## src/hw/dataMemPkg.sv

```systemverilog
package dataMemPkg;

    localparam int AddrWidth = 32;
    localparam int DataWidth = 32;

    typedef logic [DataWidth-1:0] wordT;

    // Regions the decoder can select.
    typedef enum logic [2:0] {
        RegRam,
        RegSegTable,
        RegSwitch,
        RegLed,
        RegTube,
        RegNone
    } RegionE;

    // Seven-segment table geometry.
    localparam int TableWords = 256;
    localparam int IndexWidth = $clog2(TableWords);                 // Word or table index bits.
    localparam logic [AddrWidth-1:0] TableBase = 32'd1024;
    localparam logic [AddrWidth-1:0] TableBytes = 32'(4 * TableWords);

    // Memory-mapped I/O addresses.
    localparam logic [AddrWidth-1:0] LedAddr = 32'h4000_000C;
    localparam logic [AddrWidth-1:0] SwitchAddr = 32'h4000_0010;
    localparam logic [AddrWidth-1:0] TubeAddr = 32'h4000_0014;

    // Port and field widths.
    localparam int SegWidth = 7;
    localparam int TubeWidth = 18;
    localparam int LedWidth = 8;
    localparam int SwitchWidth = 8;
    localparam int DigitWidth = 4;
    localparam int DigitCount = 3;                                  // Hundreds, tens, ones.

endpackage
```

## src/hw/memBusIf.sv

```systemverilog
`timescale 1ns/100ps

interface memBusIf import dataMemPkg::*; #(
    parameter int RamAddrBits = 8
);

    logic readEnable;
    logic writeEnable;
    RegionE region;
    logic [IndexWidth-1:0] wordIndex;
    wordT writeData;

    // RAM word address, a slice of the shared index.
    logic [RamAddrBits-1:0] ramIndex;

    assign ramIndex = wordIndex[RamAddrBits-1:0];

    modport decoder (
        output readEnable,
        output writeEnable,
        output region,
        output wordIndex,
        output writeData
    );

    modport target (
        input readEnable,
        input writeEnable,
        input region,
        input wordIndex,
        input ramIndex,
        input writeData
    );

endinterface

```

## src/hw/busDecoder.sv

```systemverilog
`timescale 1ns/100ps

module busDecoder import dataMemPkg::*; #(
    parameter int RamAddrBits = 8
) (
    input  logic readEnable,
    input  logic writeEnable,
    input  logic [AddrWidth-1:0] address,
    input  wordT writeData,
    memBusIf.decoder bus
);

    localparam logic [AddrWidth-1:0] RamBytes = AddrWidth'(4 * (2 ** RamAddrBits));

    logic inRam;
    logic inTable;

    assign inRam = address < RamBytes;
    assign inTable = (address >= TableBase) && (address < TableBase + TableBytes);

    always_comb begin
        if (inRam) begin
            bus.region = RegRam;
        end else if (inTable) begin
            bus.region = RegSegTable;
        end else if (address == SwitchAddr) begin
            bus.region = RegSwitch;
        end else if (address == LedAddr) begin
            bus.region = RegLed;
        end else if (address == TubeAddr) begin
            bus.region = RegTube;
        end else begin
            bus.region = RegNone;                                   // Reads zero and drops writes.
        end
    end

    // Byte offset is dropped for both RAM and table.
    assign bus.wordIndex = address[IndexWidth+1:2];

    assign bus.readEnable = readEnable;
    assign bus.writeEnable = writeEnable;
    assign bus.writeData = writeData;

endmodule

```

## src/flat_wrapper.sv

```systemverilog
// flat-port wrapper written by rule: the top's interface ports become plain ports
module busDecoder_flat import dataMemPkg::*;
#(
    parameter int RamAddrBits = 8
)
  (readEnable, writeEnable, address, writeData, bus_readEnable, bus_writeEnable, bus_region, bus_wordIndex, bus_writeData);
  memBusIf #(.RamAddrBits(RamAddrBits)) bus_i ();
  input  logic readEnable;
  input  logic writeEnable;
  input  logic [AddrWidth-1:0] address;
  input  wordT writeData;
  output wire logic [$bits(bus_i.readEnable)-1:0] bus_readEnable;
  output wire logic [$bits(bus_i.writeEnable)-1:0] bus_writeEnable;
  output wire logic [$bits(bus_i.region)-1:0] bus_region;
  output wire logic [$bits(bus_i.wordIndex)-1:0] bus_wordIndex;
  output wire logic [$bits(bus_i.writeData)-1:0] bus_writeData;
  assign bus_readEnable = bus_i.readEnable;
  assign bus_writeEnable = bus_i.writeEnable;
  assign bus_region = bus_i.region;
  assign bus_wordIndex = {>>{bus_i.wordIndex}};
  assign bus_writeData = bus_i.writeData;
  busDecoder #(.RamAddrBits(RamAddrBits)) u_core (.readEnable(readEnable), .writeEnable(writeEnable), .address(address), .writeData(writeData), .bus(bus_i));
endmodule
```

## config.mk

```make
export PLATFORM = sky130hd
export DESIGN_NAME = busDecoder_flat
export DESIGN_NICKNAME = d
export VERILOG_FILES = /design/src/hw/dataMemPkg.sv /design/src/hw/memBusIf.sv /design/src/hw/busDecoder.sv /design/src/flat_wrapper.sv
export SDC_FILE = /design/constraint.sdc
export NUM_CORES = 1
export LEC_CHECK = 0
export BUFFER_PORTS_ARGS = -buffer_cell sky130_fd_sc_hd__clkbuf_2
export CORE_AREA = 4 4 49 51
export DETAILED_ROUTE_END_ITERATION = 8
export DIE_AREA = 0 0 53 55
export GPL_ROUTABILITY_DRIVEN = 0
export PLACE_DENSITY_LB_ADDON = 0.05
export SLEW_MARGIN = 10
export SYNTH_ARGS = -nofsm -noshare
export SYNTH_HDL_FRONTEND = slang
export SYNTH_SLANG_ARGS = --single-unit
```

## constraint.sdc

```tcl
create_clock -name vclk -period 2.1
set_input_delay 0.21 -clock vclk [all_inputs]
set_output_delay 0.21 -clock vclk [all_outputs]
set_load 0.03 [all_outputs]
```

== Word level (Yosys, flattened, before mapping) ==
Cells that the tools add are included.
Storage, ports and cells
  register bits after elaboration: 0
  logic and storage cells: 12
Operators by class
  order comparisons: 3
  equal/unequal tests: 3
  muxes and demuxes: 5
  reduce and logical (&&, ||, !) cells: 1
Operators with widths (number)
  $eq 32x31->1 const B: 3
  $ge 32x11->1 const B: 1
  $lt 32x11->1 const B: 1
  $lt 32x12->1 const B: 1
  $mux 3: 4
  $logic_and 1x1->1: 1
  $mux 1: 1

== Longest topological paths before layout ==
Gate-level depths: netlist of run 1.
  depth after elaboration: 6
  gate-level depth with buffers: 4

== Worst setup path after synthesis of run 1 ==
No wires, ideal clock.
  kind: input -> output
  from: input port address[14]
  to: output port bus_region[1]
  data arrival time: 2.035 ns
  data required time: 1.890 ns
  setup slack: -0.145 ns
  cell stages on the path: 3
  path buffers: 0
  path through: or4_4 or3_4 nor4_1
Between the ends
  longest elaborated chain between the ends: 5
  elaborated cells between the ends (all ways): 10
RTL lines
  start: declaration: RTL line flat_wrapper.sv:10  | input logic [AddrWidth-1:0] address;
  branches (longest 4 deep; another with $ge 32x11->1)
  $mux 3 *: RTL line busDecoder.sv:22  | if (inRam) begin
  end: declaration: RTL line flat_wrapper.sv:14  | output wire logic [$bits(bus_i.region)-1:0] bus_region;
Mark *: on every way between the ends.

== Worst setup path after layout of run 1 ==
  from: input port address[14]
  to: output port bus_region[0]
Between the ends
  longest elaborated chain between the ends: 6
  elaborated cells between the ends (all ways): 12
RTL lines (RTL line)
  branches (longest 5 deep; another with $ge 32x11->1)
  $mux 3 *: busDecoder.sv:22
Marked as above.

==> flow_summary.yaml, run 1 <==
critical_path:
  worstPathRequired_ns: 1.89
  cp-end-kind: "output port"
  path_common_cell: "clkbuf_2"
  crit_path_max_fanout: 3
  critPathMaxStageDelay_ns: 0.52
  cp_data_arrival_time_ns: 1.62
  critPathLaunchType: "input pin"
  crit_chain: "clkbuf_2, or4_4, or3_4, a211o_1, clkbuf_2"
  crit_start: "address[14]"
  worst_path_max_delay_cell: "or4_4"
  crit_type: "input pin to output port"
die:
  die_area_mm2: 0.00292
  io_pins: 111
  fp.dieW_um: 53
  start_util: 0.229
  core_mm2: 0.00194
  num_rows: 16
  die_h_um: 55
logic_synthesis:
  synthCells: 61
  yosysUniqueCellTypes: 13
  avgSynthCellArea_um2: 7.30
  yosysWarnings: 0
  syn-num-nets: 127
  yosysTopAreaCell: "buf_4"
  netlist_area_um2: 445
  ys_seq_area_frac: 0
  synth_top_area_share: 0.708
  synthTopCellsByArea: "buf_4 71%, nor4_1 7.0%, nor3_1 4.5%"
timing:
  slew_violations: 0
  finalHoldViolations: 0
  fin_setup_tns_ns: 0
  worstMarginPinSlew_ns: 0.353
  fmax_mhz: 546
  post-route-period-util: 0.872
  setup_viol: 0
  rsz0062_at_grt: "no"
  hold-worst-slack_ns: 0.420
  relSlewSlack: 0.762
  min_period_ns: 1.83
detailed_routing:
  drtIter0Drc: 0
  viasPerCell: 4.18
  vias: 372
  ant_nets: 0
  route.detailed.drc: 0
  first_pass_iters: 1
  routed_wl_um: 1070
  wl_per_cell_um: 12.1
layout:
  mostFrequentLayoutCells: "43 x clkbuf_2, 4 x nor4_1, 4 x nor3_1"
  clkbuf_count: 0
  seq_cells: 0
  area_growth_pct: -13.5
  fin_nets: 130
  final_common_cell: "clkbuf_2"
  drive_gt1_frac: 0.742
  regArea_um2: 0
  diodes: 0
grt:
  antenna_found_initial: 0
  grt_pass1_wl_um: 1260
  grt_max_degree: 5
  track_usage: 0.0548
  grt_remaining_overflow: 0
  first_global_vias: 300
pwr:
  vdd_drop_max_mv: 0.0307
  pwr_density_cell_mw_per_mm2: 165
  power_leakage_uw: 0.000209
run:
  max_cap_viol_count: 0
clocking:
  cts_resized: 0
  cts_setup_buffers: 0
  holdBufCountCts: 0
placement:
  numPortBuffers: 43
hold_path:
  hp-class: "input pin to output port"
  hold_start: "writeEnable"
status:
  outcome: "finished, final reports clean"
[worst max-delay path: cells and delay by family]
kind	cells	cell delay [ns]
AOI/OAI and AO/OA	1	0.28
buffers and inverters	2	0.26
and+or+nand+nor	2	0.87
[worst paths after layout]
check / end / slack, ns / cells after the start
setup / recovery: bus_region[0] / 0.27 / 5
hold / removal: bus_writeEnable / 0.42 / 0
[Yosys cell counts]
library cell	number
a211o_1	1
nor4_1	5
nand4_1	1
nor3b_1	1
and3b_1	1
o21ai_1	1
o21bai_1	1
nor3_1	4
or4_4	1
buf_4	42
nand4b_1	1
or3_4	1
nand2_1	1
[routing by layer]
layer  wire length (um)  global-route usage  vias up
li1                   -                   -      171
met1                324              0.0635      152
met2                495              0.0888       41
met3                214              0.0214        8
met4                 39              0.0255        0
met5                  0                   0        -
[layout make-up]
| type | instances | area, um2 |
|---|---|---|
| timing repair buffer | 43 | 215 |
| multi-input combinational | 19 | 136 |
| tap | 27 | 33.8 |
| fill | 234 | 1560 |
[power breakdown]
part / switching, uW / internal (uW) / total (uW)
Clock: 0 / 0 / 0
Combinational: 33.2 / 30.2 / 63.4
Sequential: 0 / 0 / 0
Total: 33.2 / 30.2 / 63.4
[kinds of logic after synthesis]
logic type,count (synthesis),synth area share
AO/OA/AOI/OAI,3,0.0478
buffers and inverters,42,0.708
AND/OR/NAND/NOR,16,0.244
[per-stage QoR]
step	instance area [um2]	setup slack [ns]	power, uW	util	std cells
2_1_floorplan	452	0.192	156	-	61
3_3_place_gp	385	0.258	64.6	0.198	89
3_5_place_dp	385	0.264	64.5	0.198	89
4_1_cts	385	0.262	64.7	0.198	89
5_1_grt	385	0.190	69.4	0.198	89
6_report	385	0.270	63.4	0.198	89
Note: power is estimated with default switching activity, not from simulation.
==> run 2, diff against run 1 <==
==> constraint.sdc (replaced) <==
create_clock -name vclk -period 2.1
set_input_delay 0.21 -clock vclk [all_inputs]
set_output_delay 0.21 -clock vclk [all_outputs]
set_load 0.005 [all_outputs]
==> flow_summary.yaml, run 2 (synthesis gave the netlist of run 1 again) <==
clocking:
  holdBufCountCts: 0
  cts_resized: 0
  cts_setup_buffers: 0
detailed_routing:
  routed_wl_um: 1080
  ant_nets: 0
  route.detailed.drc: 0
  viasPerCell: 4.01
  drtIter0Drc: 0
  first_pass_iters: 1
  vias: 357
  wl_per_cell_um: 12.1
die:
  core_mm2: 0.00194
  num_rows: 16
  start_util: 0.229
  fp.dieW_um: 53
  die_h_um: 55
  io_pins: 111
  die_area_mm2: 0.00292
layout:
  mostFrequentLayoutCells: "43 x clkbuf_2, 5 x nor4_1, 4 x nor3_1"
  seq_cells: 0
  final_cell_area_um2: 379
  drive_gt1_frac: 0.726
  fin_nets: 130
  regArea_um2: 0
  clkbuf_count: 0
  n_fill_cell: 247
  final_common_cell: "clkbuf_2"
  area_growth_pct: -14.9
  diodes: 0
placement:
  numPortBuffers: 43
  hpwl_um: 1010
  placedInstanceArea_um2: 379
timing:
  fin_setup_tns_ns: 0
  slew_violations: 0
  post-route-period-util: 0.848
  min_period_ns: 1.78
  fmax_mhz: 561
  worstMarginPinSlew_ns: 0.429
  setup_viol: 0
  rsz0062_at_grt: "no"
  relSlewSlack: 0.712
  finalHoldViolations: 0
grt:
  track_usage: 0.0655
  grt_max_degree: 5
  grt_pass1_wl_um: 1410
  first_global_vias: 310
  antenna_found_initial: 0
  grt_remaining_overflow: 0
critical_path:
  crit_path_max_fanout: 3
  worstPathRequired_ns: 1.89
  crit_type: "input pin to output port"
  cp-end-kind: "output port"
  critPathLaunchType: "input pin"
  cp_data_arrival_time_ns: 1.57
hold_path:
  hp-class: "input pin to output port"
pwr:
  p_clk_frac: 0
  power_leakage_uw: 0.000209
  p_int_uw: 30.1
  p_sw_frac: 0.378
  p_comb_frac: 1.000
  p_sw_uw: 18.3
  vdd_drop_max_mv: 0.0257
  pwr_density_cell_mw_per_mm2: 128
  seqPwrFrac: 0
status:
  outcome: "finished, final reports clean"
run:
  max_cap_viol_count: 0
[run 2: cell count changes in the layout (fill, tap and decap cells not counted)]
cell    delta
nor4_1     +1
nor4_2     -1
[run 2: power by group through the flow]
stage	clock (uW)	sequential (uW)	combinational, uW
after floorplan	0	0	71.2
after global placement	0	0	49.1
after detailed placement	0	0	49.2
after CTS	0	0	49.4
after global routing	0	0	54.6
final	0	0	48.3
[run 2: per-stage QoR]
| step | util | instances | hold slack [ns] | total power, uW | worst slack [ns] |
|---|---|---|---|---|---|
| 5_1_grt | 0.195 | 89 | 0.420 | 54.6 | 0.218 |
| 3_5_place_dp | 0.195 | 89 | 0.420 | 49.2 | 0.296 |
| 2_1_floorplan | - | 61 | 0.501 | 71.2 | 0.544 |
| 6_report | 0.195 | 89 | 0.420 | 48.3 | 0.318 |
| 4_1_cts | 0.195 | 89 | 0.420 | 49.4 | 0.296 |
| 3_3_place_gp | 0.195 | 89 | 0.420 | 49.1 | 0.320 |
[run 2: cell type report]
cell class                 count  area [um2]  share of cell area
timing repair buffer          43         215               0.568
multi-input combinational     19         130               0.343
tap                           27        33.8              0.0891
[run 2: critical path: stages]
cell	delay [ns]
clkbuf_2	0.08
or4_4	0.52
or3_4	0.35
nor4_1	0.25
clkbuf_2	0.16
[run 2: path summary, 6_finish.rpt]
path / to / from / slack (ns) / cells past startpoint
hold / removal: bus_writeData[10] / writeData[10] / 0.42 / 0
setup / recovery: bus_region[1] / address[14] / 0.32 / 5
[run 2: layer usage]
layer | GRT usage | part of all wire | up-vias
li1 | - | - | 172
met1 | 0.0651 | 0.28 | 159
met2 | 0.143 | 0.58 | 22
met3 | 0.00268 | 0.13 | 4
met4 | 0.0213 | 0.012 | 0
met5 | 0 | 0 | -
