File: src/hw/dataMemPkg.sv
package dataMemPkg;

    localparam int AddrWidth = 32;
    localparam int DataWidth = 32;

    typedef logic [DataWidth-1:0] wordT;

    // Regions the decoder can select.
    typedef enum logic [2:0] {
        RegRam,
        RegSegTable,
        RegSwitch,
        RegLed,
        RegTube,
        RegNone
    } RegionE;

    // Seven-segment table geometry.
    localparam int TableWords = 256;
    localparam int IndexWidth = $clog2(TableWords);                 // Word or table index bits.
    localparam logic [AddrWidth-1:0] TableBase = 32'd1024;
    localparam logic [AddrWidth-1:0] TableBytes = 32'(4 * TableWords);

    // Memory-mapped I/O addresses.
    localparam logic [AddrWidth-1:0] LedAddr = 32'h4000_000C;
    localparam logic [AddrWidth-1:0] SwitchAddr = 32'h4000_0010;
    localparam logic [AddrWidth-1:0] TubeAddr = 32'h4000_0014;

    // Port and field widths.
    localparam int SegWidth = 7;
    localparam int TubeWidth = 18;
    localparam int LedWidth = 8;
    localparam int SwitchWidth = 8;
    localparam int DigitWidth = 4;
    localparam int DigitCount = 3;                                  // Hundreds, tens, ones.

endpackage
File: src/hw/memBusIf.sv
`timescale 1ns/100ps

interface memBusIf import dataMemPkg::*; #(
    parameter int RamAddrBits = 8
);

    logic readEnable;
    logic writeEnable;
    RegionE region;
    logic [IndexWidth-1:0] wordIndex;
    wordT writeData;

    // RAM word address, a slice of the shared index.
    logic [RamAddrBits-1:0] ramIndex;

    assign ramIndex = wordIndex[RamAddrBits-1:0];

    modport decoder (
        output readEnable,
        output writeEnable,
        output region,
        output wordIndex,
        output writeData
    );

    modport target (
        input readEnable,
        input writeEnable,
        input region,
        input wordIndex,
        input ramIndex,
        input writeData
    );

endinterface

File: src/hw/readMux.sv
`timescale 1ns/100ps

module readMux import dataMemPkg::*; (
    input  logic clk,
    input  logic reset,
    memBusIf.target bus,
    input  wordT ramData,
    input  wordT ioData,
    input  logic [DigitCount-1:0][SegWidth-1:0] patterns,
    output wordT readData
);

    wordT tableWord;
    wordT nextData;

    // Hundreds land in the top pattern field and upper bits stay zero.
    assign tableWord = DataWidth'(patterns);

    always_comb begin
        if (!bus.readEnable) begin
            nextData = '0;
        end else begin
            case (bus.region)
                RegRam: nextData = ramData;
                RegSegTable: nextData = tableWord;
                RegSwitch, RegLed, RegTube: nextData = ioData;
                default: nextData = '0;
            endcase
        end
    end

    always_ff @(posedge clk or posedge reset) begin
        if (reset) begin
            readData <= '0;
        end else begin
            readData <= nextData;                                   // One cycle for every region.
        end
    end

endmodule

File: src/flat_wrapper.sv
// flat-port wrapper written by rule: the top's interface ports become plain ports
module readMux_flat import dataMemPkg::*;
  (clk, reset, ramData, ioData, patterns, readData, bus_readEnable, bus_writeEnable, bus_region, bus_wordIndex, bus_writeData);
  memBusIf bus_i ();
  input  logic clk;
  input  logic reset;
  input  wordT ramData;
  input  wordT ioData;
  input  logic [DigitCount-1:0][SegWidth-1:0] patterns;
  output wordT readData;
  input wire logic [$bits(bus_i.readEnable)-1:0] bus_readEnable;
  input wire logic [$bits(bus_i.writeEnable)-1:0] bus_writeEnable;
  input wire logic [$bits(bus_i.region)-1:0] bus_region;
  input wire logic [$bits(bus_i.wordIndex)-1:0] bus_wordIndex;
  input wire logic [$bits(bus_i.writeData)-1:0] bus_writeData;
  assign bus_i.readEnable = bus_readEnable;
  assign bus_i.writeEnable = bus_writeEnable;
  assign bus_i.region = bus_region;
  assign bus_i.wordIndex = {>>{bus_wordIndex}};
  assign bus_i.writeData = bus_writeData;
  readMux u_core (.clk(clk), .reset(reset), .bus(bus_i), .ramData(ramData), .ioData(ioData), .patterns(patterns), .readData(readData));
endmodule
File: config.mk
export PLATFORM = sky130hd
export DESIGN_NAME = readMux_flat
export DESIGN_NICKNAME = d
export VERILOG_FILES = /design/src/hw/dataMemPkg.sv /design/src/hw/memBusIf.sv /design/src/hw/readMux.sv /design/src/flat_wrapper.sv
export SDC_FILE = /design/constraint.sdc
export NUM_CORES = 1
export LEC_CHECK = 0
export ABC_AREA = 1
export BUFFER_PORTS_ARGS = -buffer_cell sky130_fd_sc_hd__buf_2
export CAP_MARGIN = 20
export CORE_ASPECT_RATIO = 0.7
export CORE_MARGIN = 1.5
export CORE_UTILIZATION = 39
export DETAILED_ROUTE_END_ITERATION = 10
export PLACE_DENSITY = 0.86
export SLEW_MARGIN = 30
export SYNTH_ARGS = -nofsm -noshare
export SYNTH_HDL_FRONTEND = slang
export SYNTH_SLANG_ARGS = --single-unit
export TNS_END_PERCENT = 10
File: constraint.sdc
create_clock -name clk -period 1.6 [get_ports clk]
set_clock_uncertainty 0.2 [all_clocks]
set_input_delay 0.08 -clock clk [delete_from_list [all_inputs] [get_ports clk]]
set_output_delay 0.08 -clock clk [all_outputs]
set_load 0.01 [all_outputs]
-- Word level (Yosys, flattened, before mapping)
Cells that the tools add are included.
- output and inout bits: 32
- register bits: 32
- reduce and logical (&&, ||, !) cells: 2
- equality and inequality tests: 4
- multiplexer cells: 2
- operator list (operator ; count):
    $pmux W32 S3 ; 1
    $mux W32 ; 1
    $eq A3 B2 Y1 const B ; 2
    $eq A3 B1 Y1 const B ; 1
    $eq A3 B3 Y1 const B ; 1
    $logic_not A3 Y1 ; 1
    $reduce_or A3 Y1 ; 1

-- Depth between registers and ports, before layout
Gate-level depths: netlist of run 1.
- depth after elaboration: 4
- gate-level depth with buffers: 6
- gate-level depth less buffers: 5

-- Least setup slack after synthesis of run 1
Ideal clock, no wire load.
- path kind: input -> register
- start point: input port bus_region[2]
- end point: register u_core.readData[10]
- data required time: 1.322 ns
- arrival time: 0.696 ns
- path buffers: 1
- setup time: 0.078 ns
- setup slack: 0.626 ns
- cell stages on the path: 6
- cell sequence: inv_1 -> clkbuf_1 -> nand3_1 -> nand2_1 -> inv_1 -> a21oi_1
- longest elaborated chain between the ends: 4
- elaborated cells between the ends (all ways): 8
- those cells by class: eq/ne (4); mux (2); reduce/logical (2)
- ends and longest elaborated chain (what ; RTL line ; text):
    start, declared ; flat_wrapper.sv:13 ; input wire logic [$bits(bus_i.region)-1:0] bus_region;
    $eq A3 B2 Y1 / $eq A3 B3 Y1 (equally long branches) ; readMux.sv:23 ; case (bus.region)
    $reduce_or A3 Y1 ; readMux.sv:23 ;
    $pmux W32 S3 * ; readMux.sv:23 ;
    $mux W32 * ; readMux.sv:20 ; if (!bus.readEnable) begin
    via u_core.nextData[10] ; readMux.sv:14 ; wordT nextData;
    end signal, assigned ; readMux.sv:36 ; readData <= nextData;
    end, declared ; readMux.sv:10 ; output wordT readData
Mark *: on every way through the listed nets, which the timed path passes. The rest lies on a longest branch.

-- Worst setup path in the final report of run 1
- start point: input port bus_region[0]
- end point: register u_core.readData[9]
Same word-level chain as after synthesis.

==> impl_results.md, run 1 <==
* DR pass1 iterations at 4
* CTS clk-pin slew, worst paths at 0.06 ns
* # DRC at 0
* Yosys warns at 0
* Seq/Total Area, Yosys at 48.3%
* Antenna Violating Nets Remaining at 0
* Status: finished, final reports clean
* Endpoints failing setup at 0
* Tightest Pin Transition at 0.400 ns
* Starting Density at 41.5%
* Antenna cells at 0
* Grt total ovfl at 0
* Synth area leader: dfrtp_1
* WL met2 at 3.33 mm
* Final hold vios at 0
* F_max at 633 MHz
* Avg Cell Area, Syn at 7.63 sq um
* Critical Path RT at 1.61 ns
* Final net count at 536
* Die area at 4650 sq um
* Max reg flops at 32
* Worst vdd ir at 459 uV
* Setup repair after global routing missed its margin: yes
* CTS H-tree lvls at 2
* Final cell count without fillers at 456
* DR WL met3 at 445 um
* Cts bufs inserted at 5
* Setup TNS at 0 ns
* Biggest register: u_core.readData
* Top cell type's share of synthesized area at 48.3%
* Period minus WS final at 1.58 ns
* Core Box Area at 3990 sq um
* Met1 WL at 2.38 mm
* Arr. time, crit path at 1.59 ns
* Hold Path Class: in2async
* Placed Instances at 383
* Rel. slew slack at 73.3%
* Vias per cell at 4.97
* Max cap viols at 0
* Crit Path Max Fanout at 32
* Final Wtd Congestion at 0.808
* Rows at 19
* Routed WL at 6.28 mm
* I/O Buffers at 122
* Die W at 80.9 um
* Top routing layer used: met4
* 1st-iter DRT viols at 142
* WL/cell at 13.8 um
* Largest net degree at the start of global routing at 33
* Post-Synthesis Cell Area at 1660 sq um
* Share of layout cells above drive strength 1 at 35.6%
* Critical path type: in2reg
* Synth Net Count at 349
* Crit. End Element: flip-flop
* Vias in the first global route at 2223
* I/O pins at 164
* CTS tree: yes
* Final worst setup slack at 0.0191 ns
* Post-Synthesis Cells at 217
* Pleak at 1.73 nW
* Total track usage at 27.5%
* Most common library cell in the layout ignoring fill and taps: buf_2
* P per Cell Area at 641 nW/um^2
* Post-synth cell types at 12
* Via count at 2268
* Dominant cells by area after synthesis: dfrtp_1 48%, nand3_1 22%, a21oi_1 9.7%
* Final worst path period share at 98.8%
* Clk sinks at 32
* Crit path launch type: primary input
* First-pass GRT wire length at 9.83 mm
* Antenna violations before repair at 0
* Slew Limit Fails at 0
* Vert. Die Dim at 57.5 um
* Syn-to-layout area delta at 86.7%
* Pre-CTS WS at 0.349 ns
* #FFs+latches synth at 32
* Setup bufs post-CTS at 0
* Biggest regs: u_core.readData x32
* Root Driver: clkbuf_8
* Most frequent cells in the layout: 122 x buf_2, 74 x nand3_1, 65 x dlygate4sd3_1
* Clock buffer depth at 2
-- cells by family after synthesis --
family | after synthesis | share of synthesized area [%]
compound gates | 33 | 10.2
buf+inv | 43 | 10.9
flops | 32 | 48.3
simple gates | 109 | 30.6
-- critical path: stages --
cell	delay (ns)
buf_2	0.20
o21ai_2	0.20
buf_12	0.21
nand3_1	0.10
a21oi_1	0.20
dlygate4sd3_1	0.59
-- stage by stage --
stage | hold slack (ns) | power (mW) | area (sq um) | util (%)
5_1_grt | 0.287 | 2.10 | 3090 | 77.4
3_5_place_dp | -0.0222 | 1.29 | 2330 | 58.4
3_3_place_gp | -0.0229 | 1.28 | 2330 | 58.4
2_1_floorplan | -0.00380 | 1.08 | 1660 | -
4_1_cts | 0.237 | 1.97 | 3060 | 76.7
6_report | 0.262 | 1.98 | 3090 | 77.4
-- per-layer routing --
| metal | global-route usage, % | up-vias |
|---|---|---|
| li1 | - | 1091 |
| met1 | 30.3 | 1042 |
| met2 | 51.5 | 119 |
| met3 | 5.12 | 16 |
| met4 | 11.3 | 0 |
| met5 | 0 | - |
-- final timing paths --
kind | startpoint | end | slack [ns]
max in group asynchronous | reset | u_core.readData[18] | 0.64
worst min-delay path | reset | u_core.readData[12] | 0.26
worst max-delay path | bus_region[0] | u_core.readData[9] | 0.02
min in group clk | ioData[30] | u_core.readData[30] | 0.42
-- power by group --
| part | switching [mW] | internal, mW |
|---|---|---|
| clock | 0.260 | 0.295 |
| combinational | 0.260 | 0.298 |
| sequential | 0.0133 | 0.857 |
| total | 0.533 | 1.45 |
-- final cells by class --
class,instances,area (sq um)
Clock inverter,1,5.00
Multi-Input combinational cell,142,688
Sequential cell,32,801
Fill cell,294,901
Inverter,25,93.8
Tap cell,52,65.1
Timing Repair Buffer,198,1370
Clock buffer,6,72.6
-- timing repair --
action | in CTS | in global routing
hold buffers | 65 | 0
hold endpoints to repair | 64 | 0
endpoints found under the setup margin | 0 | 14
gates resized for setup | 0 | 8
-- Yosys cell counts --
library cell / n
a21oi_1: 32
o21ai_2: 1
buf_4: 1
dfrtp_1: 32
inv_1: 24
nor2_2: 2
nand3_1: 74
buf_2: 12
inv_2: 1
nand2_1: 32
clkbuf_1: 5
nor2_1: 1
Power figures use the tool's default switching activity.
==> run 2, diff against run 1 <==
- CORE_UTILIZATION: 39 -> 32
- PLACE_DENSITY: 0.86 -> 0.76
- clock period: 1.6 -> 1.3 ns (I/O delays scaled with it)
==> impl_results.md, run 2 (synthesis gave the netlist of run 1 again) <==
* First-pass GRT wire length at 11.5 mm (+17%)
* Setup TNS at 0 ns (unchanged)
* Bufs and invs on worst path at 3 (unchanged)
* Root Driver: clkbuf_8
* Die area at 5620 sq um (+21%)
* Vert. Die Dim at 63.2 um (+9.9%)
* WL/cell at 14.5 um (+5.6%)
* Rows at 21 (+2)
* Crit Path Max Fanout at 1 (-97%)
* Critical-path cell list: dlygate4sd3_1 > buf_2 > nand3_1 > nand2_1 > inv_1 > a21oi_1
* Final worst setup slack at 0.227 ns (+0.208 ns)
* Die W at 89.0 um (+10%)
* Biggest regs: u_core.readData x32
* Pre-CTS WS at 0.103 ns (-0.246 ns)
* Antenna cells at 0 (unchanged)
* Setup bufs post-CTS at 0 (unchanged)
* Antenna violations before repair at 0 (unchanged)
* Rel. slew slack at 72.7% (-0.58 points)
* Endpoints failing setup at 0 (unchanged)
* Cts bufs inserted at 5 (unchanged)
* Seq pwr share at 39.2% (-4.7 points)
* Setup repair after global routing missed its margin: no
* Core Box Area at 4890 sq um (+22%)
* Max cap viols at 0 (unchanged)
* DR pass1 iterations at 5 (+1)
* Max reg flops at 32 (unchanged)
* CTS clk-pin slew, worst paths at 0.07 ns (about the same)
* Vias in the first global route at 2569 (+16%)
* Final Wtd Congestion at 0.773 (-4.3%)
* Worst vdd ir at 491 uV (+7.0%)
* Final cell count without fillers at 500 (+9.6%)
* Vias per cell at 4.81 (-3.2%)
* Critical path type: in2reg
* Arr. time, crit path at 1.07 ns (-0.52 ns)
* Critical path's top delay family: buffers and inverters
* Final worst path period share at 82.5%
* Via count at 2407 (+6.1%)
* CTS tree: yes
* Tot Pwr at 2.73 mW (+38%)
* Biggest register: u_core.readData
* Hold Path Class: in2reg
* Placed Instances at 406 (+6.0%)
* Most frequent cells in the layout: 122 x buf_2, 86 x dlygate4sd3_1, 74 x nand3_1
* Slew Limit Fails at 0 (unchanged)
* Antenna Violating Nets Remaining at 0 (unchanged)
* Final net count at 562 (+4.9%)
* Starting Density at 33.9% (-7.6 points)
* Crit-path max cell delay at 0.54 ns (-0.05 ns)
* Clock share of power at 33.7% (+5.7 points)
* Sequential cell area at 801 sq um (unchanged)
* Int Power at 2.03 mW (+40%)
* Syn-to-layout area delta at 104%
* Slowest cell on the critical path: dlygate4sd3_1
* Clock buffer depth at 2 (unchanged)
* Hold path start: bus_region[0]
* Final hold vios at 0 (unchanged)
* Fillers at 366 (+24%)
* Fin util at 69.2% (-8.3 points)
* Gate power share at 27.1% (-1.0 points)
* Switching Share at 25.7% (-1.2 points)
* Total track usage at 26.8% (-0.71 points)
* Net Sw Power at 701 uW (+32%)
* Most common library cell in the layout ignoring fill and taps: buf_2
* I/O Buffers at 122 (unchanged)
* Share of layout cells above drive strength 1 at 34.6% (-1.1 points)
* P per Cell Area at 808 nW/um^2 (+26%)
* Largest net degree at the start of global routing at 33 (unchanged)
* Clk sinks at 32 (unchanged)
* 1st-iter DRT viols at 152 (+7.0%)
* Placed wire-length estimate at 3.75 mm
* Status: finished, final reports clean
* # DRC at 0 (unchanged)
* Crit. End Element: flip-flop
* Grt total ovfl at 0 (unchanged)
* Period minus WS final at 1.07 ns
* Area of the multi-input gates at 676 sq um (-1.8%)
* Pleak at 1.79 nW (+3.6%)
* Routed WL at 7.27 mm (+16%)
* Crit path from: ramData[9]
* Crit path launch type: primary input
* CTS H-tree lvls at 2 (unchanged)
* I/O pins at 164 (unchanged)
* Critical Path RT at 1.29 ns (-0.32 ns)
* Tightest Pin Transition at 0.409 ns (+0.00871 ns)
* F_max at 932 MHz
[run 2: changes by cell type in the layout (fill, tap and decap cells not counted)]
cell / delta
nor2_2: +1
nor2_1: +1
bufinv_16: +1
buf_12: +1
buf_6: -3
nor2_4: -2
dlygate4sd3_1: +21
buf_4: +7
[run 2: worst paths after layout]
kind,to,slack [ns],cells past startpoint
max in group asynchronous,u_core.readData[11],0.38,4
hold / removal,u_core.readData[11],0.04,5
min in group asynchronous,u_core.readData[19],0.22,4
setup / recovery,u_core.readData[9],0.23,6
[run 2: through the flow]
| step | hold WS (ns) | cell area, sq um |
|---|---|---|
| 2_1_floorplan | -0.0188 | 1660 |
| 5_1_grt | 0.0582 | 3380 |
| 3_3_place_gp | -0.0266 | 2410 |
| 4_1_cts | 0.0298 | 3380 |
| 6_report | 0.0386 | 3380 |
| 3_5_place_dp | -0.0129 | 2410 |
[run 2: what timing repair did]
| action | in CTS | in global routing |
|---|---|---|
| gates resized for setup | 0 | 0 |
| hold buffers | 86 | 0 |
| endpoints found under the setup margin | 0 | 0 |
| hold endpoints to repair | 64 | 0 |
[run 2: power groups by stage]
stage               combinational [mW]  sequential, mW  clock (mW)
CTS                              0.711            1.07       0.941
global placement                 0.507            1.09           0
floorplan                        0.203            1.12           0
detailed placement               0.514            1.09           0
global route                     0.807            1.07       0.991
finish                           0.739            1.07       0.921
[run 2: routing by layer]
layer  global-route usage [%]  wire length (um)  vias up
met2                     47.6              3620      158
met1                     30.4              2790     1078
met5                        0                 0        -
met3                     6.03               607       29
li1                         -                 -     1142
met4                     11.5               257        0
[run 2: cell type report]
class | count | share of cell area (%)
timing repair buffer | 224 | 47.8
sequential | 32 | 23.7
multi-input combinational | 142 | 20.0
inverter | 25 | 2.78
tap | 69 | 2.55
clock buffer | 6 | 2.15
clock inverter | 2 | 1.04
