`src/hw/dataMemPkg.sv`:
```
package dataMemPkg;

    localparam int AddrWidth = 32;
    localparam int DataWidth = 32;

    typedef logic [DataWidth-1:0] wordT;

    // Regions the decoder can select.
    typedef enum logic [2:0] {
        RegRam,
        RegSegTable,
        RegSwitch,
        RegLed,
        RegTube,
        RegNone
    } RegionE;

    // Seven-segment table geometry.
    localparam int TableWords = 256;
    localparam int IndexWidth = $clog2(TableWords);                 // Word or table index bits.
    localparam logic [AddrWidth-1:0] TableBase = 32'd1024;
    localparam logic [AddrWidth-1:0] TableBytes = 32'(4 * TableWords);

    // Memory-mapped I/O addresses.
    localparam logic [AddrWidth-1:0] LedAddr = 32'h4000_000C;
    localparam logic [AddrWidth-1:0] SwitchAddr = 32'h4000_0010;
    localparam logic [AddrWidth-1:0] TubeAddr = 32'h4000_0014;

    // Port and field widths.
    localparam int SegWidth = 7;
    localparam int TubeWidth = 18;
    localparam int LedWidth = 8;
    localparam int SwitchWidth = 8;
    localparam int DigitWidth = 4;
    localparam int DigitCount = 3;                                  // Hundreds, tens, ones.

endpackage
```
`src/hw/memBusIf.sv`:
```
`timescale 1ns/100ps

interface memBusIf import dataMemPkg::*; #(
    parameter int RamAddrBits = 8
);

    logic readEnable;
    logic writeEnable;
    RegionE region;
    logic [IndexWidth-1:0] wordIndex;
    wordT writeData;

    // RAM word address, a slice of the shared index.
    logic [RamAddrBits-1:0] ramIndex;

    assign ramIndex = wordIndex[RamAddrBits-1:0];

    modport decoder (
        output readEnable,
        output writeEnable,
        output region,
        output wordIndex,
        output writeData
    );

    modport target (
        input readEnable,
        input writeEnable,
        input region,
        input wordIndex,
        input ramIndex,
        input writeData
    );

endinterface

```
`src/hw/ioRegisters.sv`:
```
`timescale 1ns/100ps

module ioRegisters import dataMemPkg::*; (
    input  logic clk,
    input  logic reset,
    memBusIf.target bus,
    input  logic [SwitchWidth-1:0] switch,
    output logic [LedWidth-1:0] led,
    output logic [TubeWidth-1:0] tube,
    output wordT ioData
);

    always_ff @(posedge clk or posedge reset) begin
        if (reset) begin
            led <= '0;
            tube <= '0;
        end else if (bus.writeEnable) begin
            case (bus.region)
                RegLed: led <= bus.writeData[LedWidth-1:0];
                RegTube: tube <= bus.writeData[TubeWidth-1:0];
                default: ;                                          // Switch port is read-only.
            endcase
        end
    end

    always_comb begin
        ioData = '0;
        case (bus.region)
            RegSwitch: ioData[SwitchWidth-1:0] = switch;
            RegLed: ioData[LedWidth-1:0] = led;
            RegTube: ioData[TubeWidth-1:0] = tube;
            default: ;
        endcase
    end

endmodule

```
`src/flat_wrapper.sv`:
```
// flat-port wrapper written by rule: the top's interface ports become plain ports
module ioRegisters_flat import dataMemPkg::*;
  (clk, reset, switch, led, tube, ioData, bus_readEnable, bus_writeEnable, bus_region, bus_wordIndex, bus_writeData);
  memBusIf bus_i ();
  input  logic clk;
  input  logic reset;
  input  logic [SwitchWidth-1:0] switch;
  output logic [LedWidth-1:0] led;
  output logic [TubeWidth-1:0] tube;
  output wordT ioData;
  input wire logic [$bits(bus_i.readEnable)-1:0] bus_readEnable;
  input wire logic [$bits(bus_i.writeEnable)-1:0] bus_writeEnable;
  input wire logic [$bits(bus_i.region)-1:0] bus_region;
  input wire logic [$bits(bus_i.wordIndex)-1:0] bus_wordIndex;
  input wire logic [$bits(bus_i.writeData)-1:0] bus_writeData;
  assign bus_i.readEnable = bus_readEnable;
  assign bus_i.writeEnable = bus_writeEnable;
  assign bus_i.region = bus_region;
  assign bus_i.wordIndex = {>>{bus_wordIndex}};
  assign bus_i.writeData = bus_writeData;
  ioRegisters u_core (.clk(clk), .reset(reset), .bus(bus_i), .switch(switch), .led(led), .tube(tube), .ioData(ioData));
endmodule
```
`config.mk`:
```
export PLATFORM = sky130hd
export DESIGN_NAME = ioRegisters_flat
export DESIGN_NICKNAME = d
export VERILOG_FILES = /design/src/hw/dataMemPkg.sv /design/src/hw/memBusIf.sv /design/src/hw/ioRegisters.sv /design/src/flat_wrapper.sv
export SDC_FILE = /design/constraint.sdc
export NUM_CORES = 1
export LEC_CHECK = 0
export BUFFER_PORTS_ARGS = -buffer_cell sky130_fd_sc_hd__buf_2
export CAP_MARGIN = 20
export CORE_MARGIN = 5
export CORE_UTILIZATION = 42
export DETAILED_ROUTE_END_ITERATION = 7
export GPL_TIMING_DRIVEN = 0
export HOLD_SLACK_MARGIN = 0.06
export PLACE_DENSITY = 0.9
export SLEW_MARGIN = 0
export SYNTH_ARGS = -nofsm -noshare
export SYNTH_HDL_FRONTEND = slang
export SYNTH_SLANG_ARGS = --single-unit
```
`constraint.sdc`:
```
create_clock -name clk -period 3.4 [get_ports clk]
set_clock_uncertainty 0.05 [all_clocks]
set_input_delay 0.51 -clock clk [delete_from_list [all_inputs] [get_ports clk]]
set_output_delay 0.51 -clock clk [all_outputs]
set_load 0.05 [all_outputs]
```
# == Word-level counts from Yosys, hierarchy flattened ==
# Cells that the tools add are included.
# totals
reg_bits,26
out_inout_bits,58
# classes
eq_ne,3
mux,2
n_reduce_logical,2
# op_table
operator,count
$pmux W8 S3,1
$mux W10,1
$eq A3 B2 Y1 const B,2
$reduce_and A2 Y1,2
$eq A3 B3 Y1 const B,1

# == Logic depth before layout (Yosys ltp) ==
# Gate-level depths: netlist of the first run.
# depth
word_depth,2
depth_mapped,4
depth_no_buf,2

# == Worst setup path after synthesis of the first run ==
# No wires, ideal clock.
# synth_timing
path_type,in2out
start,in bus_region[0]
end,out ioData[0]
arrival_time_ns,1.655
t_required_ns,2.840
setup_slack_ns,1.185
cell_stages,4
path_cell_list,buf_4 -> nor3b_2 -> buf_2 -> o2bb2ai_1
# synth_via
elab_chain_len,2
# synth_rtl
item,line,source
"start, declared",flat_wrapper.sv:13,input wire logic [$bits(bus_i.region)-1:0] bus_region;
$eq A3 B3 Y1 / $eq A3 B2 Y1 (equally long branches),ioRegisters.sv:28,case (bus.region)
$pmux W8 S3 (*),ioRegisters.sv:28,
"end, declared",flat_wrapper.sv:10,output wordT ioData;
# Mark *: on every way between the ends. The rest lies on a longest branch, timed or not.

# == Worst setup path in the final report of the first run ==
# layout_timing
start,in bus_region[0]
end,out ioData[1]
# The elaborated chain is that of the path after synthesis.

==> results of run 1 <==
-- Yosys cell counts (all sizes together) --
master   count
nor3b        1
dfrtp       26
and4bb       1
nand4b       1
conb         1
buf         19
mux2        26
o2bb2ai      8
and2        10
nand2b       1
inv          1
mux2i        8
-- metal layers --
metal | vias to the layer above | GRT usage, % | routed length [µm]
li1 | 518 | - | -
met4 | 0 | 3.80 | 19
met2 | 59 | 28.6 | 1650
met1 | 500 | 18.3 | 1370
met5 | - | 0 | 0
met3 | 2 | 6.32 | 445
-- worst max-delay path, delay by kind of cell --
family                 cells  cell delay (ns)
and+or+nand+nor            1             0.42
buffers and inverters      4             0.91
AOI/OAI and AO/OA          1             0.14
-- sequential cells by signal (all words and copies together), names as in the netlist --
| signal | cells |
|---|---|
| u_core.tube | 18 |
| u_core.led | 8 |
-- cell type report --
type | count | area share [%]
tap | 44 | 2.89
sequential | 26 | 34.1
multi-input combinational | 70 | 33.6
timing repair buffer | 76 | 20.5
clock buffer | 3 | 1.18
inverter | 1 | 0.197
buffer | 19 | 7.54
-- path summary, 6_finish.rpt --
kind,to,startpoint,cells after the start
max in group asynchronous,u_core.tube[0],reset,3
max,ioData[1],bus_region[0],6
min in group clk,u_core.tube[9],bus_writeData[9],2
max reg2reg,u_core.tube[8],u_core.tube[8],1
min,u_core.tube[14],reset,2
min reg2reg,u_core.tube[11],u_core.tube[11],1
-- kinds of logic (layout without fill, tap and decap cells) --
family / Yosys count / in the layout / synth area share (%)
flip-flops: 26 / 26 / 46.8
AND/OR/NAND/NOR: 14 / 14 / 7.82
other: 1 / 14 / 0.270
multiplexers: 34 / 34 / 29.5
AO/OA/AOI/OAI: 8 / 8 / 5.04
buffers and inverters: 20 / 99 / 10.6
-- power groups by stage --
stage                     Sequential, mW  Combinational, mW  Clock (mW)
final                              0.426              0.582       0.127
after global routing               0.439              0.608       0.150
after CTS                          0.427              0.585       0.132
after detailed placement           0.432              0.584           0
after global placement             0.430              0.576           0
after floorplan                    0.670              0.212           0
-- cells in the final DEF, fill, tap and decap left out --
| cell type | synthesis | final |
|---|---|---|
| sky130_fd_sc_hd__buf_2 | 1 | 76 |
| sky130_fd_sc_hd__dfrtp_1 | 26 | 26 |
| sky130_fd_sc_hd__mux2_2 | 16 | 16 |
| sky130_fd_sc_hd__buf_4 | 15 | 15 |
| sky130_fd_sc_hd__conb_1 | 1 | 14 |
| sky130_fd_sc_hd__mux2_4 | 10 | 10 |
| sky130_fd_sc_hd__and2_1 | 10 | 10 |
| sky130_fd_sc_hd__mux2i_1 | 8 | 8 |
| sky130_fd_sc_hd__o2bb2ai_1 | 8 | 8 |
| sky130_fd_sc_hd__clkbuf_4 | 0 | 3 |
| sky130_fd_sc_hd__buf_6 | 2 | 2 |
| sky130_fd_sc_hd__nand4b_2 | 1 | 1 |
| sky130_fd_sc_hd__and4bb_1 | 1 | 1 |
| sky130_fd_sc_hd__nor3b_2 | 1 | 1 |
| sky130_fd_sc_hd__nand2b_1 | 1 | 1 |
| sky130_fd_sc_hd__buf_1 | 1 | 1 |
| sky130_fd_sc_hd__inv_1 | 1 | 1 |
| sky130_fd_sc_hd__buf_8 | 0 | 1 |
-- through the flow --
stage | setup slack, ns | cell area, µm² | util (%) | total power, mW
floorplan | 1.19 | 1440 | - | 0.883
global placement | 0.866 | 1870 | 60.3 | 1.01
detailed placement | 0.811 | 1870 | 60.3 | 1.02
CTS | 0.811 | 1890 | 61.0 | 1.14
global route | 0.701 | 1910 | 61.5 | 1.20
finish | 0.852 | 1910 | 61.5 | 1.14
==> summary.log, run 1 <==
qor: sta.fin_worst_hold_slack 0.167 ns
qor: clocking.cts_tree yes
qor: sta.setup_tns 0 ns
qor: global_routing.grt_usage 16.2%
qor: placement.port_bufs 75
qor: worst_setup_path.cp_max_fo 10
qor: drt.detailedRoute.firstIterationViolations 16
qor: worst_setup_path.critical_path.startpoint_type input pin
qor: power.intPower 583 µW
qor: clocking.cts_resized 0
qor: worst_setup_path.critical_path_arrival 1.99 ns
qor: synthesis.synth_top_cell_by_area sky130_fd_sc_hd__dfrtp_1
qor: sta.relSlewSlack 63.2%
qor: drt.firstDrtPassIters 3
qor: global_routing.grt_remaining_overflow 0
qor: worst_setup_path.critical_path_class in2out
qor: placement.place_congestion 0.661
qor: worst_setup_path.r2r_slack 2.55 ns
qor: drt.wl 3480 µm
qor: worst_setup_path.crit_chain buf_2 > buf_4 > nor3b_2 > buf_2 > o2bb2ai_1 > buf_2
qor: global_routing.antenna_found_initial 0
qor: synthesis.syn_area 1390 µm²
qor: layout.post_route_cells_drive_above_1_share 64.1%
qor: clocking.cts_setup_buffers 0
qor: power.ir_drop 0.337 mV
qor: layout.fin_nets 252
qor: clocking.cts_buf_count 3
qor: power.power_leakage 1.05 nW
qor: floorplan.floorplan.die.height 67.6 µm
qor: drt.vias 1079
qor: synthesis.syn_area_per_cell 13.5 µm²
qor: layout.antenna_cells 0
qor: synthesis.yosysWarnings 0
qor: worst_hold_path.hold_class in2async
qor: worst_setup_path.cp_slowest_cell sky130_fd_sc_hd__nor3b_2
qor: power.comb_power_share 51.3%
qor: sta.timing_hold_violations_final 0
qor: floorplan.start_util 44.8%
qor: floorplan.fp.coreArea 3100 µm²
qor: clocking.clk-insertion-delay-late 0.31 ns
qor: layout.areaGrowthSynthToFinish 37.1%
qor: drt.routed_via_density 4.51
qor: power.pwr-share-seq 37.6%
qor: sta.fmaxAchievable 0.392 GHz
qor: layout.finish.cell_count_without_fillers 239
qor: layout.multi_input_comb_area 642 µm²
qor: clocking.tritoncts_num_sinks 26
qor: floorplan.io-pin-count 113
qor: synthesis.synth_top_area_share 46.8%
qor: placement.placed_cells 235
qor: sta.unrepaired_setup_endpoints_after_global_routing false
qor: clocking.clk_pin_slew 0.13 ns
qor: floorplan.rows 20
qor: clocking.ctsHoldBuffers 0
qor: clocking.maximum_root_to_sink_buffer_count 2
qor: drt.routedWlPerCell 14.6 µm
qor: worst_setup_path.crit_required 2.84 ns
qor: drt.detail_route.drc_violations 0
qor: power.pwr-share-clk 11.2%
qor: sta.min_period 2.55 ns
qor: worst_setup_path.worst_setup_path_end_kind primary output
qor: worst_setup_path.timing.critical_path.slowest_cell_delay 0.42 ns
qor: sta.final-max-slew-violation-count 0
qor: sta.setup_viol 0
qor: power.switching_share 48.6%
qor: global_routing.grt_first_pass_wirelength 5510 µm
qor: global_routing.grt_start_max_net_pins 27
qor: sta.final.period_utilization 74.9%
qor: power.power_density_over_the_cells 595 nW/µm²
qor: synthesis.synth.yosys.seq_area_share 46.8%
qor: layout.regArea 651 µm²
qor: synthesis.syn_inst 103
qor: status.run_status finished clean
qor: clocking.htreeDepth 1
qor: drt.antenna_violating_nets_post_route 0
qor: floorplan.fp.dieArea 4560 µm²
qor: worst_setup_path.library_cell_appearing_most_often_on_the_critical_path sky130_fd_sc_hd__buf_2
qor: layout.n_fill_cell 269
qor: sta.transition_time_of_the_tightest_slew_check_pin 0.551 ns
qor: global_routing.grt_pass1_vias 1192
qor: synthesis.netlist_top_cells_area sky130_fd_sc_hd__dfrtp_1, sky130_fd_sc_hd__mux2_2, sky130_fd_sc_hd__mux2_4
qor: floorplan.dieWidth 67.6 µm
qor: clocking.clk_root_buffer_cell sky130_fd_sc_hd__clkbuf_4
qor: power.netSwitchingPower 552 µW
qor: synthesis.ys_seq_elements 26
qor: synthesis.netlist-cell-type-count 16
qor: placement.dp_hpwl 2750 µm
qor: job.cap_violations 0
(Power assumes the default switching activity.)
==> inputs of run 2 (changes only) <==
- CORE_UTILIZATION: 42 -> 39
- PLACE_DENSITY: 0.9 -> 0.84
- clock period: 3.4 -> 2.65 ns (I/O delays scaled with it)
==> run 2 against run 1 <==
Compared with the run above: die area rose by 6.5%; sequential power increased by 29%; first-iteration DRC count grew 63%; worst setup slack got worse by 0.57 ns; critical path depth unchanged; wire length decreased by 2.0%; cell area up 0.13%; worst hold slack got worse by 0.13 ns; register-to-register slack worse by 0.74 ns; sequential cell count did not move; non-clock buffer count unchanged; final cell count up 0.84%; largest power group unchanged.
==> summary.log, run 2 (synthesized netlist as in run 1, its figures left out) <==
qor: sta.transition_time_of_the_tightest_slew_check_pin 0.531 ns [-0.0205 ns]
qor: layout.utilization 56.4% [-5.1 points]
qor: clocking.clk_root_buffer_cell sky130_fd_sc_hd__clkbuf_4
qor: floorplan.io-pin-count 113 [unchanged]
qor: placement.placed_cells 237 [+0.85%]
qor: worst_setup_path.cp_max_fo 10 [unchanged]
qor: worst_setup_path.critical_path_arrival 1.92 ns [-0.07 ns]
qor: clocking.cts_tree yes
qor: sta.final.period_utilization 89.5%
qor: clocking.cts_setup_buffers 0 [unchanged]
qor: layout.largest_register_ffs 18 [unchanged]
qor: worst_setup_path.crit_required 2.20 ns [-0.64 ns]
qor: sta.final-max-slew-violation-count 0 [unchanged]
qor: floorplan.fp.dieArea 4860 µm² [+6.5%]
qor: layout.post_route_cells_drive_above_1_share 64.1% [unchanged]
qor: floorplan.dieWidth 69.7 µm [+3.2%]
qor: layout.final_area 1910 µm² [+0.13%]
qor: drt.vias 1101 [+2.0%]
qor: worst_setup_path.critical_path_class in2out
qor: layout.n_fill_cell 315 [+17%]
qor: sta.fmaxAchievable 0.422 GHz
qor: floorplan.fp.coreArea 3390 µm² [+9.2%]
qor: worst_setup_path.worst_setup_path_end_kind primary output
qor: global_routing.grt_remaining_overflow 0 [unchanged]
qor: status.run_status finished clean
qor: placement.placed_area 1870 µm² [+0.13%]
qor: layout.largest_register u_core.tube
qor: placement.place_congestion 0.710 [+7.3%]
qor: global_routing.grt_start_max_net_pins 27 [unchanged]
qor: layout.finish.cell_count_without_fillers 241 [+0.84%]
qor: clocking.clk-insertion-delay-late 0.32 ns [about the same]
qor: layout.reg_top3 u_core.tube x18, u_core.led x8
qor: drt.routedWlPerCell 14.2 µm [-2.8%]
qor: placement.dp_slack 0.291 ns [-0.521 ns]
qor: drt.detailedRoute.firstIterationViolations 26 [+10]
qor: layout.multi_input_comb_area 642 µm² [unchanged]
qor: layout.regArea 651 µm² [unchanged]
qor: sta.fin_worst_hold_slack 0.0354 ns [-0.132 ns]
qor: global_routing.antenna_found_initial 0 [unchanged]
qor: floorplan.start_util 41.0% [-3.8 points]
qor: layout.mostFrequentLayoutCell sky130_fd_sc_hd__buf_2
qor: clocking.maximum_root_to_sink_buffer_count 2 [unchanged]
qor: power.power_density_over_the_cells 764 nW/µm² [+28%]
qor: clocking.tritoncts_num_sinks 26 [unchanged]
qor: drt.antenna_violating_nets_post_route 0 [unchanged]
qor: sta.setup_tns 0 ns [unchanged]
qor: floorplan.rows 21 [+5.0%]
qor: global_routing.grt_usage 14.0% [-2.2 points]
qor: layout.fin_nets 252 [unchanged]
qor: sta.relSlewSlack 64.6% [+1.4 points]
qor: layout.mostFrequentLayoutCells sky130_fd_sc_hd__buf_2, sky130_fd_sc_hd__dfrtp_1, sky130_fd_sc_hd__mux2_2
qor: power.ir_drop 0.379 mV [+13%]
qor: layout.areaGrowthSynthToFinish 37.3%
qor: clocking.cts_resized 0 [unchanged]
qor: clocking.cts_buf_count 3 [unchanged]
qor: drt.firstDrtPassIters 4 [+1]
qor: power.total_power 1.46 mW [+29%]
qor: worst_setup_path.critical_path.startpoint_type input pin
qor: sta.setup_viol 0 [unchanged]
qor: layout.antenna_cells 0 [unchanged]
qor: worst_hold_path.hold_class in2async
qor: sta.final.setup.worst_slack 0.278 ns [-0.573 ns]
qor: job.cap_violations 0 [unchanged]
qor: clocking.htreeDepth 1 [unchanged]
qor: placement.dp_hpwl 2650 µm [-3.6%]
qor: sta.min_period 2.37 ns
qor: drt.detail_route.drc_violations 0 [unchanged]
qor: sta.timing_hold_violations_final 0 [unchanged]
qor: worst_setup_path.worst_r2r_path_depth 1 [unchanged]
qor: drt.wl 3410 µm [-2.0%]
qor: floorplan.floorplan.die.height 69.7 µm [+3.2%]
qor: drt.routed_via_density 4.57 [+1.2%]
qor: global_routing.grt_first_pass_wirelength 5510 µm [-0.13%]
qor: placement.port_bufs 75 [unchanged]
qor: clocking.ctsHoldBuffers 0 [unchanged]
qor: sta.unrepaired_setup_endpoints_after_global_routing false
qor: power.power_leakage 1.05 nW [unchanged]
qor: clocking.clk_pin_slew 0.14 ns [about the same]
qor: global_routing.grt_pass1_vias 1152 [-3.4%]
## run 2: cell counts in the layout (fill, tap and decap cells not counted)
Identical to the previous run, type by type.
## run 2: critical path, stage by stage
cell and delay, ns:
sky130_fd_sc_hd__buf_2 0.10, sky130_fd_sc_hd__buf_4 0.19, sky130_fd_sc_hd__nor3b_2 0.44, sky130_fd_sc_hd__buf_2 0.35
sky130_fd_sc_hd__o2bb2ai_1 0.15, sky130_fd_sc_hd__buf_2 0.28
## run 2: cell type report
cell class                      instances  share of cell area [%]
Tap cell                               46                    3.01
Inverter                                1                   0.196
Multi-Input combinational cell         70                    33.6
Sequential cell                        26                    34.1
Timing Repair Buffer                   76                    20.4
Clock buffer                            3                    1.18
Buffer                                 19                    7.53
## run 2: worst paths after layout
path                                   start              end  slack (ns)
setup / recovery               bus_region[0]        ioData[5]        0.28
hold / removal                         reset    u_core.led[7]        0.04
setup reg to reg               u_core.led[0]    u_core.led[0]        1.81
hold reg to reg              u_core.tube[16]  u_core.tube[16]        0.49
max in group asynchronous              reset   u_core.tube[1]        2.03
min in group clk           bus_writeData[14]  u_core.tube[14]        0.25
## run 2: where the power goes
part	switching [mW]	total (mW)	internal [mW]	leakage, nW
Clock	0.114	0.167	0.0532	0.0138
Combinational	0.533	0.743	0.211	0.726
Sequential	0.0646	0.549	0.484	0.312
## run 2: layer usage
layer | wire (µm) | vias up | track usage, %
li1 | - | 523 | -
met1 | 1370 | 512 | 16.5
met2 | 1580 | 64 | 23.0
met3 | 445 | 2 | 6.09
met4 | 14 | 0 | 4.47
met5 | 0 | - | 0
